**src/common/daq_defs.svh**
```systemverilog
`ifndef DAQ_DEFS_SVH
`define DAQ_DEFS_SVH

// number of trigger channels in the front end
`define DAQ_NUM_CHANNELS 4

// raw and corrected samples share the ADC sample width
`define DAQ_SAMPLE_WIDTH 16

// the high-gain baseline keeps one sign bit above a 12-bit range
`define DAQ_HG_BASELINE_WIDTH 13

// deepest pre-trigger history the delay line can replay
`define DAQ_MAX_PRE_LENGTH 8

// longest tail after the trigger sample
`define DAQ_MAX_POST_LENGTH 8

`endif

```
**src/common/daq_pkg.sv**
```systemverilog
`include "daq_defs.svh"

package daq_pkg;

    typedef logic signed [`DAQ_SAMPLE_WIDTH-1:0] sample_t;
    typedef logic signed [`DAQ_SAMPLE_WIDTH-1:0] threshold_t;
    typedef logic signed [`DAQ_HG_BASELINE_WIDTH-1:0] hg_baseline_t;
    typedef logic signed [`DAQ_SAMPLE_WIDTH-1:0] lg_baseline_t;

    // lengths hold 0 up to the maximum inclusive
    typedef logic [$clog2(`DAQ_MAX_PRE_LENGTH+1)-1:0] pre_length_t;
    typedef logic [$clog2(`DAQ_MAX_POST_LENGTH+1)-1:0] post_length_t;

    // bit 0 rising enable, bit 1 falling enable, bit 2 high-gain baseline, bit 3 invert
    typedef logic [3:0] trigger_type_t;

    typedef enum logic [1:0] {
        ACQ_IDLE       = 2'd0,
        ACQ_SINGLE     = 2'd1,
        ACQ_CONTINUOUS = 2'd2,
        ACQ_RESERVED   = 2'd3
    } acquire_mode_e;

    typedef struct packed {
        logic          stop;
        acquire_mode_e acquire_mode;
        trigger_type_t trigger_type;
        threshold_t    rising_threshold;
        threshold_t    falling_threshold;
        hg_baseline_t  hg_baseline;
        lg_baseline_t  lg_baseline;
        pre_length_t   pre_length;
        post_length_t  post_length;
    } trigger_control_t;

    typedef struct packed {
        logic    valid;
        logic    first;
        logic    last;
        sample_t sample;
    } window_sample_t;

endpackage

```
**src/rtl/control_distributor.sv**
```systemverilog
`timescale 1ns/100ps
`include "daq_defs.svh"

module control_distributor
    import daq_pkg::*;
(
    input  logic             clk,
    input  logic             rst,
    input  logic             cfg_write,
    input  trigger_control_t cfg_data,
    output trigger_control_t channel_control [`DAQ_NUM_CHANNELS]
);

    // channels come up stopped and idle until software writes a word
    localparam trigger_control_t control_default = '{
        stop:         1'b1,
        acquire_mode: ACQ_IDLE,
        default:      '0
    };

    // each channel gets its own register so the copies can be placed
    // next to their channel; all of them load from the same strobe
    for (genvar i = 0; i < `DAQ_NUM_CHANNELS; i++) begin : gen_copy
        always_ff @(posedge clk) begin
            if (rst) begin
                channel_control[i] <= control_default;
            end else if (cfg_write) begin
                channel_control[i] <= cfg_data;
            end
        end
    end

endmodule

```
**src/rtl/digitizer_trigger_top.sv**
```systemverilog
`timescale 1ns/100ps
`include "daq_defs.svh"

module digitizer_trigger_top
    import daq_pkg::*;
(
    input  logic                         clk,
    input  logic                         rst,
    input  logic                         cfg_write,
    input  trigger_control_t             cfg_data,
    input  logic                         sample_valid,
    input  sample_t                      adc_samples [`DAQ_NUM_CHANNELS],
    output window_sample_t               window_out [`DAQ_NUM_CHANNELS],
    output logic                         trigger_pattern_valid,
    output logic [`DAQ_NUM_CHANNELS-1:0] trigger_pattern,
    output logic [15:0]                  event_count
);

    trigger_control_t channel_control [`DAQ_NUM_CHANNELS];
    window_sample_t   channel_windows [`DAQ_NUM_CHANNELS];

    control_distributor u_control_distributor (
        .clk             (clk),
        .rst             (rst),
        .cfg_write       (cfg_write),
        .cfg_data        (cfg_data),
        .channel_control (channel_control)
    );

    for (genvar i = 0; i < `DAQ_NUM_CHANNELS; i++) begin : gen_channel
        trigger_channel u_trigger_channel (
            .clk          (clk),
            .rst          (rst),
            .control      (channel_control[i]),
            .sample_valid (sample_valid),
            .adc_sample   (adc_samples[i]),
            .window       (channel_windows[i])
        );
    end

    event_collector u_event_collector (
        .clk                   (clk),
        .rst                   (rst),
        .windows               (channel_windows),
        .window_out            (window_out),
        .trigger_pattern_valid (trigger_pattern_valid),
        .trigger_pattern       (trigger_pattern),
        .event_count           (event_count)
    );

endmodule

```
**src/rtl/event_collector.sv**
```systemverilog
`timescale 1ns/100ps
`include "daq_defs.svh"

module event_collector
    import daq_pkg::*;
(
    input  logic                         clk,
    input  logic                         rst,
    input  window_sample_t               windows [`DAQ_NUM_CHANNELS],
    output window_sample_t               window_out [`DAQ_NUM_CHANNELS],
    output logic                         trigger_pattern_valid,
    output logic [`DAQ_NUM_CHANNELS-1:0] trigger_pattern,
    output logic [15:0]                  event_count
);

    logic [`DAQ_NUM_CHANNELS-1:0] first_bits;

    // window streams leave with the same one-cycle latency they arrive with
    always_comb begin
        for (int i = 0; i < `DAQ_NUM_CHANNELS; i++) begin
            window_out[i] = windows[i];
            first_bits[i] = windows[i].valid && windows[i].first;
        end
    end

    // coincident window starts share one pattern pulse and one count
    always_ff @(posedge clk) begin
        if (rst) begin
            trigger_pattern_valid <= 1'b0;
            trigger_pattern       <= '0;
            event_count           <= '0;
        end else begin
            trigger_pattern_valid <= |first_bits;
            trigger_pattern       <= first_bits;
            if (|first_bits) begin
                event_count <= event_count + 16'd1;
            end
        end
    end

endmodule

```
**src/trigger_channel/trigger_channel.sv**
```systemverilog
`timescale 1ns/100ps
`include "daq_defs.svh"

module trigger_channel
    import daq_pkg::*;
(
    input  logic             clk,
    input  logic             rst,
    input  trigger_control_t control,
    input  logic             sample_valid,
    input  sample_t          adc_sample,
    output window_sample_t   window
);

    localparam int span_width  = $clog2(`DAQ_MAX_PRE_LENGTH + `DAQ_MAX_POST_LENGTH + 1);
    localparam int index_width = $clog2(`DAQ_MAX_PRE_LENGTH);

    typedef enum logic [1:0] {
        IDLE,
        ARMED,
        CAPTURE,
        DONE
    } state_e;

    state_e                state;
    state_e                state_next;
    state_e                end_state;
    logic [span_width-1:0] remaining;
    logic [span_width-1:0] remaining_next;
    logic [span_width-1:0] window_span;
    logic                  active;
    logic                  prev_valid;
    logic                  rising_hit;
    logic                  falling_hit;
    logic                  triggered;
    logic                  emit;
    logic                  emit_first;
    logic                  emit_last;
    pre_length_t           pre_eff;
    post_length_t          post_eff;
    logic [index_width-1:0] pre_index;
    sample_t               baseline;
    sample_t               difference;
    sample_t               corrected;
    sample_t               delayed;
    sample_t               delay_line [`DAQ_MAX_PRE_LENGTH];

    // baseline subtraction and optional polarity flip
    assign baseline   = control.trigger_type[2] ? sample_t'(control.hg_baseline)
                                                : control.lg_baseline;
    assign difference = adc_sample - baseline;
    assign corrected  = control.trigger_type[3] ? -difference : difference;

    // delay_line[0] holds the previous corrected sample
    always_ff @(posedge clk) begin
        if (sample_valid) begin
            delay_line[0] <= corrected;
            for (int i = 1; i < `DAQ_MAX_PRE_LENGTH; i++) begin
                delay_line[i] <= delay_line[i-1];
            end
        end
    end

    assign rising_hit  = control.trigger_type[0]
                         && (delay_line[0] < control.rising_threshold)
                         && (corrected >= control.rising_threshold);
    assign falling_hit = control.trigger_type[1]
                         && (delay_line[0] > control.falling_threshold)
                         && (corrected <= control.falling_threshold);
    assign triggered   = prev_valid && (rising_hit || falling_hit);

    // a reserved mode acts like idle
    assign active = !control.stop
                    && (control.acquire_mode == ACQ_SINGLE
                        || control.acquire_mode == ACQ_CONTINUOUS);

    // out-of-range lengths are clamped to what the delay line can hold
    assign pre_eff  = (control.pre_length > pre_length_t'(`DAQ_MAX_PRE_LENGTH))
                      ? pre_length_t'(`DAQ_MAX_PRE_LENGTH) : control.pre_length;
    assign post_eff = (control.post_length > post_length_t'(`DAQ_MAX_POST_LENGTH))
                      ? post_length_t'(`DAQ_MAX_POST_LENGTH) : control.post_length;

    assign window_span = span_width'(pre_eff) + span_width'(post_eff);
    assign pre_index   = index_width'(pre_eff - pre_length_t'(1));
    assign delayed     = (pre_eff == '0) ? corrected : delay_line[pre_index];
    assign end_state   = (control.acquire_mode == ACQ_CONTINUOUS) ? ARMED : DONE;

    always_comb begin
        state_next     = state;
        remaining_next = remaining;
        emit           = 1'b0;
        emit_first     = 1'b0;
        emit_last      = 1'b0;
        case (state)
            IDLE: begin
                if (active) begin
                    state_next = ARMED;
                end
            end
            ARMED: begin
                if (!active) begin
                    state_next = IDLE;
                end else if (sample_valid && triggered) begin
                    emit       = 1'b1;
                    emit_first = 1'b1;
                    if (window_span == '0) begin
                        emit_last  = 1'b1;
                        state_next = end_state;
                    end else begin
                        remaining_next = window_span;
                        state_next     = CAPTURE;
                    end
                end
            end
            CAPTURE: begin
                // leaving mid-window drops the rest, last never goes out
                if (!active) begin
                    state_next = IDLE;
                end else if (sample_valid) begin
                    emit           = 1'b1;
                    remaining_next = remaining - span_width'(1);
                    if (remaining == span_width'(1)) begin
                        emit_last  = 1'b1;
                        state_next = end_state;
                    end
                end
            end
            DONE: begin
                // single shot waits here for stop or a mode change
                if (!active || control.acquire_mode != ACQ_SINGLE) begin
                    state_next = IDLE;
                end
            end
            default: begin
                state_next = IDLE;
            end
        endcase
    end

    always_ff @(posedge clk) begin
        if (rst) begin
            state      <= IDLE;
            remaining  <= '0;
            prev_valid <= 1'b0;
        end else begin
            state     <= state_next;
            remaining <= remaining_next;
            // the first sample seen after arming only primes the edge compare
            if (state != ARMED) begin
                prev_valid <= 1'b0;
            end else if (sample_valid) begin
                prev_valid <= 1'b1;
            end
        end
    end

    always_ff @(posedge clk) begin
        window.sample <= delayed;
        if (rst) begin
            window.valid <= 1'b0;
            window.first <= 1'b0;
            window.last  <= 1'b0;
        end else begin
            window.valid <= emit;
            window.first <= emit_first;
            window.last  <= emit_last;
        end
    end

endmodule
```
**config.mk**
```make
export PLATFORM = sky130hd
export DESIGN_NAME = digitizer_trigger_top
export DESIGN_NICKNAME = d
export VERILOG_FILES = /design/src/common/daq_pkg.sv /design/src/rtl/control_distributor.sv /design/src/rtl/digitizer_trigger_top.sv /design/src/rtl/event_collector.sv /design/src/trigger_channel/trigger_channel.sv
export VERILOG_INCLUDE_DIRS = /design/src /design/src/common
export SDC_FILE = /design/constraint.sdc
export NUM_CORES = 1
export LEC_CHECK = 0
export BUFFER_PORTS_ARGS = -buffer_cell sky130_fd_sc_hd__buf_2
export CAP_MARGIN = 20
export CORE_UTILIZATION = 38
export DETAILED_ROUTE_END_ITERATION = 6
export PLACE_DENSITY = 0.62
export SLEW_MARGIN = 10
export SYNTH_ARGS = -nofsm -noshare
export SYNTH_HDL_FRONTEND = slang
export SYNTH_SLANG_ARGS = --single-unit
```
**constraint.sdc**
```tcl
create_clock -name clk -period 8.3 [get_ports clk]
set_clock_uncertainty 0.1 [all_clocks]
set_input_delay 1.66 -clock clk [delete_from_list [all_inputs] [get_ports clk]]
set_output_delay 1.66 -clock clk [all_outputs]
set_load 0.005 [all_outputs]
```
After elaboration in Yosys (flattened, before gate mapping)
Memory sizes are Yosys's and may differ from the RTL's. Index checks and enable logic that the tools add are counted.

Register bits: 205. Bits in latches: 0. Bits in writable memories: 512. ROM bits: 0. Input port bits: 144. Output and inout port bits: 97. Logic and storage cells: 308. Memories kept: 4.

$add $sub $neg: 15. Multipliers: 0. Divide/modulo/power cells: 0. Magnitude comparators: 18. Equality and inequality tests: 63. Shifts and indexed selects: 0. Mux-type cells: 100. Bitwise operators: 4. Reductions and logical operators: 64.

Memory list: gen_channel[0].u_trigger_channel.delay_line (words 8, bits a word 16, rd ports 8, clocked after Yosys merged registers in 0, wr ports 8, line trigger_channel.sv:46) `` sample_t delay_line [`DAQ_MAX_PRE_LENGTH]; ``; gen_channel[1].u_trigger_channel.delay_line (words 8, bits a word 16, rd ports 8, clocked after Yosys merged registers in 0, wr ports 8, line trigger_channel.sv:46); gen_channel[2].u_trigger_channel.delay_line (words 8, bits a word 16, rd ports 8, clocked after Yosys merged registers in 0, wr ports 8, line trigger_channel.sv:46); gen_channel[3].u_trigger_channel.delay_line (words 8, bits a word 16, rd ports 8, clocked after Yosys merged registers in 0, wr ports 8, line trigger_channel.sv:46).

Operator list (count): 2-to-1 mux 16 bit (9); 2-to-1 mux 5 bit (17); greater-or-equal comparator 16 bit (4); greater-than comparator 16 bit (4); <= comparator 16 bit (4); < comparator 16 bit (4); negator 16 bit (4); subtractor 16 bit (4); inequality test 2 x 1 -> 1 bit (second input constant) (25); 2-to-1 mux 2 bit (24); one-hot mux 5 bit (2 select lines) (4); inequality test 3 bit (second input constant) (12); 2-to-1 mux 1 bit (32); one-hot mux 2 bit (4 select lines) (4); logical AND 1 bit (29); AND reduction 6 bit (4); == test 5 x 1 -> 1 bit (second input constant) (4); AND reduction 5 bit (4); subtractor 5 x 1 -> 5 bit (second input constant) (4); == test 2 bit (second input constant) (9); adder 16 x 1 -> 16 bit (second input constant) (1); inequality test 2 bit (second input constant) (8); one-hot mux 1 bit (2 select lines) (8); OR reduction 2 bit (8); 13 further kinds (34).

Depth between registers and ports, before layout
Word-level depth: 12. Depth in mapped cells: 23. Gate-level depth less buffers: 22.

Modules after synthesis
Synthesis repeated with hierarchy kept, for this count alone.

Cells, all modules: 3575. Area, all modules: 41975.3 µm².

By module, submodules not included: trigger_channel (gen_channel[1].u_trigger_channel ...) (times used 2, cells each 737, area each 9054.9 µm², sequential area each 4384.2 µm²); trigger_channel (gen_channel[3].u_trigger_channel) (times used 1, cells each 744, area each 9076.2 µm², sequential area each 4384.2 µm²); trigger_channel (gen_channel[0].u_trigger_channel) (times used 1, cells each 705, area each 8894.8 µm², sequential area each 4384.2 µm²); control_distributor (times used 1, cells each 473, area each 4426.7 µm², sequential area each 1521.5 µm²); event_collector (times used 1, cells each 179, area each 1467.7 µm², sequential area each 420.4 µm²).

Worst setup path after synthesis
OpenSTA, ideal clock, no wires.

Kind: input -> register. Start: input adc_samples[0] (netlist bit). End: register gen_channel[3].u_trigger_channel.remaining[3]. Library setup time: 0.076 ns. Data arrival time: 6.593 ns. Required time: 8.124 ns. Setup slack: 1.531 ns. Cell stages on the path: 22. Path buffers: 0. Path through: inv_1 ha_1 inv_1 fa_1 a211oi_1 nor2_1 o2111ai_1 nor3b_1 o211ai_1 or4_1 o31ai_1 xnor2_1 ha_1 nand4_1 or2_2 a211oi_1 nor4_1 mux2i_1 o32a_1 o31ai_1 nand3_1 o21ai_0.

Word-level cells in the longest chain between the ends: 10. Elaborated cells on any way between the ends: 12. Those cells by class: add/sub (2); order compare (2); eq/ne (1); mux (1); reduce/logical (6).

RTL lines: start, declared (line digitizer_trigger_top.sv:12) `` input sample_t adc_samples [`DAQ_NUM_CHANNELS], ``; subtractor 16 bit * (line trigger_channel.sv:51) `assign difference = adc_sample - baseline;`; negator 16 bit (line trigger_channel.sv:52) `assign corrected = control.trigger_type[3] ? -difference : difference;`; 2-to-1 mux 16 bit * (line trigger_channel.sv:52); net gen_channel[3].u_trigger_channel.corrected[15] (line trigger_channel.sv:44) `sample_t corrected;`; greater-or-equal comparator 16 bit or <= comparator 16 bit (tied branches) (line trigger_channel.sv:66, trigger_channel.sv:69); logical AND 1 bit (on tied branches) (line trigger_channel.sv:66, trigger_channel.sv:69); logical OR 1 bit * (line trigger_channel.sv:70) `assign triggered = prev_valid && (rising_hit || falling_hit);`; logical AND 1 bit * (line trigger_channel.sv:70); logical AND 1 bit * (line trigger_channel.sv:103) `end else if (sample_valid && triggered) begin`; inequality test 2 x 1 -> 1 bit (no line) *; AND reduction 6 bit (no line) *; end signal, assigned (line trigger_channel.sv:147) `remaining <= remaining_next;`; end, declared (line trigger_channel.sv:28) `logic [span_width-1:0] remaining;`.

The timed path passes the listed nets; every way through them passes the cells marked *. A chain may end at the register's enable or synchronous reset.

==> results_dict.tcl <==
set metrics [dict create \
    maxSlewHeadroom 0.170 \
    post_cts_buffers 0 \
    synth-edff-count 512 \
    dieHeight_um 317 \
    grt_pass1_wl_um 157000 \
    synth.distinct_cells 82 \
    arrival_ps 7630 \
    nets 3766 \
    power.density_nw_per_um2 242 \
    status "finished clean" \
    clock-root-buffer "clkbuf_16" \
    final_core_util 0.438 \
    wl_per_cell_um 22.9 \
    swShare 0.310 \
    num_rows 115 \
    max_freq_ghz 0.139 \
    crit_required_ps 8740 \
    drt-pass1-iter-count 5 \
    cp-end-kind "flop" \
    path_max_fanout 11 \
    die_area_um2 101000 \
    cts_tree "done" \
    synth_flop_cell "edfxtp_1" \
    fillers 9179 \
    p_sw_uw 3240 \
    tightest_slew_ps 1240 \
    power_frac_comb 0.242 \
    drive_above_1_share 0.167 \
    rsz0062_at_grt "no" \
    syn_area_um2 37800 \
    grt_max_degree 177 \
    yosys_warnings 0 \
    drc 0 \
    grt_overflow 0 \
    p_clk_frac 0.330 \
    setup_viol 0 \
    port_buffers 240 \
    p_leak_uw 0.0163 \
    cts_buffers 79 \
    core_um2 98400 \
    hp-class "reg -> reg" \
    die_x_um 317 \
    antenna_found_initial 15 \
    viasPerCell 5.68 \
    avgSynthCellArea_um2 12.5 \
    synth_nets 3517 \
    max_cap_violations 0 \
    clock-sinks 717 \
    clk_latency_ps 670 \
    p_int_uw 7200 \
    ant_nets 0 \
    syn_inst 3013 \
    finalWirelength_um 106000 \
    place_hpwl_um 76100 \
    syn2layout_area_growth_pct 14.0 \
    vias 26200 \
    finalCritPeriodShare 0.867 \
    ir_drop_mv 0.171 \
    clkSlewWorstSetupHoldPaths_ps 60 \
    grt_usage 0.206 \
    htree_levels 3 \
    gp_congestion 0.898 \
    hold_violations 0 \
    drt_iter0_drc 2421 \
    critPathLaunchType "flop" \
    first_global_vias 24800 \
    start_util 0.384 \
    period_needed_ps 7200 \
    fin_setup_tns_ps 0 \
    ys_async_sr_fraction 0 \
    ctsResizeCount 0 \
    critical_path_class "reg -> reg" \
    ys_seq_elements 717 \
    postCtsHoldBufs 0 \
    ys_seq_area_frac 0.515 \
    clockBufferDepth 3 \
    maxSlewViolCount 0 \
    p_seq_frac 0.428 \
    pin_count 241 \
]
[cell usage after synthesis, types with 10 or more instances]
cell type | number | share of area
and2_1 | 11 | 0.0018
or3_1 | 12 | 0.0020
o211ai_1 | 29 | 0.0058
clkbuf_1 | 84 | 0.0083
nand2b_1 | 20 | 0.0033
a21oi_1 | 123 | 0.016
a211oi_1 | 46 | 0.0091
a21o_1 | 50 | 0.0099
buf_1 | 26 | 0.0026
nand2_1 | 169 | 0.017
nor2_1 | 232 | 0.023
o21a_1 | 16 | 0.0032
xor2_1 | 40 | 0.0093
nand4_1 | 49 | 0.0081
ha_1 | 355 | 0.12
and3_1 | 14 | 0.0023
inv_1 | 115 | 0.011
edfxtp_1 | 512 | 0.41
nor4_1 | 17 | 0.0028
mux4_2 | 128 | 0.076
o21ai_0 | 148 | 0.020
nand3_1 | 66 | 0.0087
mux2i_1 | 169 | 0.045
nor2b_1 | 29 | 0.0048
dfxtp_1 | 205 | 0.11
or2_2 | 11 | 0.0018
o31ai_1 | 30 | 0.0060
a31oi_1 | 16 | 0.0026
a2111oi_0 | 13 | 0.0030
xnor2_1 | 74 | 0.017
nor3_1 | 32 | 0.0042
o21bai_1 | 10 | 0.0020
[metal layers]
metal	vias up	wire length, um	global-route usage	part of all wire
met5	-	88	0	0.00083
met3	163	8690	0.0421	0.082
li1	12100	-	-	-
met1	12900	48800	0.303	0.46
met2	962	45400	0.305	0.43
met4	16	2990	0.0626	0.028
[cell type report]
class | count | area, um2 | share of cell area
sequential | 717 | 19500 | 0.452
multi-input combinational | 2070 | 17500 | 0.406
clock buffer | 108 | 2140 | 0.0496
tap | 1287 | 1610 | 0.0373
timing repair buffer | 278 | 1520 | 0.0353
inverter | 116 | 443 | 0.0103
clock inverter | 36 | 399 | 0.00926
antenna | 7 | 17.5 | 0.000406
[power groups by stage]
stage / sequential, uW / combinational, uW / clock, uW
2_1_floorplan: 4460 / 1590 / 0
3_3_place_gp: 4530 / 2450 / 0
3_5_place_dp: 4550 / 2490 / 0
4_1_cts: 4470 / 2510 / 3540
5_1_grt: 4510 / 2780 / 3670
6_report: 4470 / 2530 / 3450
[cells in the final DEF (no fill, tap or decap), drive strengths merged, types with 120 or more instances in the layout]
master,count
inv,120
mux4,128
a21oi,123
buf,278
nor2,232
dfxtp,205
mux2i,169
ha,355
edfxtp,512
nand2,169
o21ai,149
[per-stage QoR]
stage	instances	hold slack, ps	worst slack [ps]	total power, uW	cell area [um2]
6_report	4619	330	1100	10400	43100
5_1_grt	4615	322	470	11000	43100
4_1_cts	4611	309	1160	10500	43100
3_5_place_dp	4467	327	651	7040	40600
3_3_place_gp	4467	322	771	6980	40600
2_1_floorplan	3013	321	1530	6050	37800
[worst paths after layout]
path	from	to	slack, ps	cells after the start
worst min register to register	gen_channel[0].u_trigger_channel.delay_line[4][6]	gen_channel[0].u_trigger_channel.delay_line[5][6]	330	0
worst max-delay path	u_control_distributor.channel_control[299]	gen_channel[1].u_trigger_channel.remaining[0]	1100	23
worst min-delay path	gen_channel[0].u_trigger_channel.delay_line[4][6]	gen_channel[0].u_trigger_channel.delay_line[5][6]	330	0
worst max register to register	u_control_distributor.channel_control[299]	gen_channel[1].u_trigger_channel.remaining[0]	1100	23
[sequential cells by signal, indices dropped and copies added, names as in the netlist]
name                                      flops
u_control_distributor.channel_control        76
gen_channel.u_trigger_channel.prev_valid      4
u_event_collector.trigger_pattern             4
gen_channel.u_trigger_channel.window         76
gen_channel.u_trigger_channel.remaining      20
u_event_collector.event_count                16
gen_channel.u_trigger_channel.state           8
u_event_collector.trigger_pattern_valid       1
gen_channel.u_trigger_channel.delay_line    512
[worst max-delay path, cell delays in order (launching register included)]
cell and delay, ps:
dfxtp_1 710, mux2_2 460, ha_1 230, inv_1 50
fa_1 410, a211oi_2 340, o21ai_0 210, o41ai_1 530
o21bai_1 150, xor2_1 210, or3_4 420, o41ai_2 320
xnor2_1 310, ha_1 370, and4_1 240, a21oi_1 190
and4_1 210, a31oi_1 80, a211oi_1 210, a41oi_1 70
buf_4 220, o21ai_0 500, nand2_1 200, o32ai_1 330
[cells by family (layout without fill, tap and decap cells)]
family                   Yosys count  count (layout)  share of synthesized area
AO/OA/AOI/OAI                    586             586                      0.104
XOR/XNOR                         114             114                     0.0264
adder cells (fa/ha/maj)          360             360                      0.120
buffers and inverters            226             538                     0.0224
flip-flops                       717             717                      0.515
multiplexers                     299             299                      0.122
other                              0               7                          0
AND/OR/NAND/NOR                  711             711                     0.0907
Note: power is estimated with default switching activity, not from simulation.
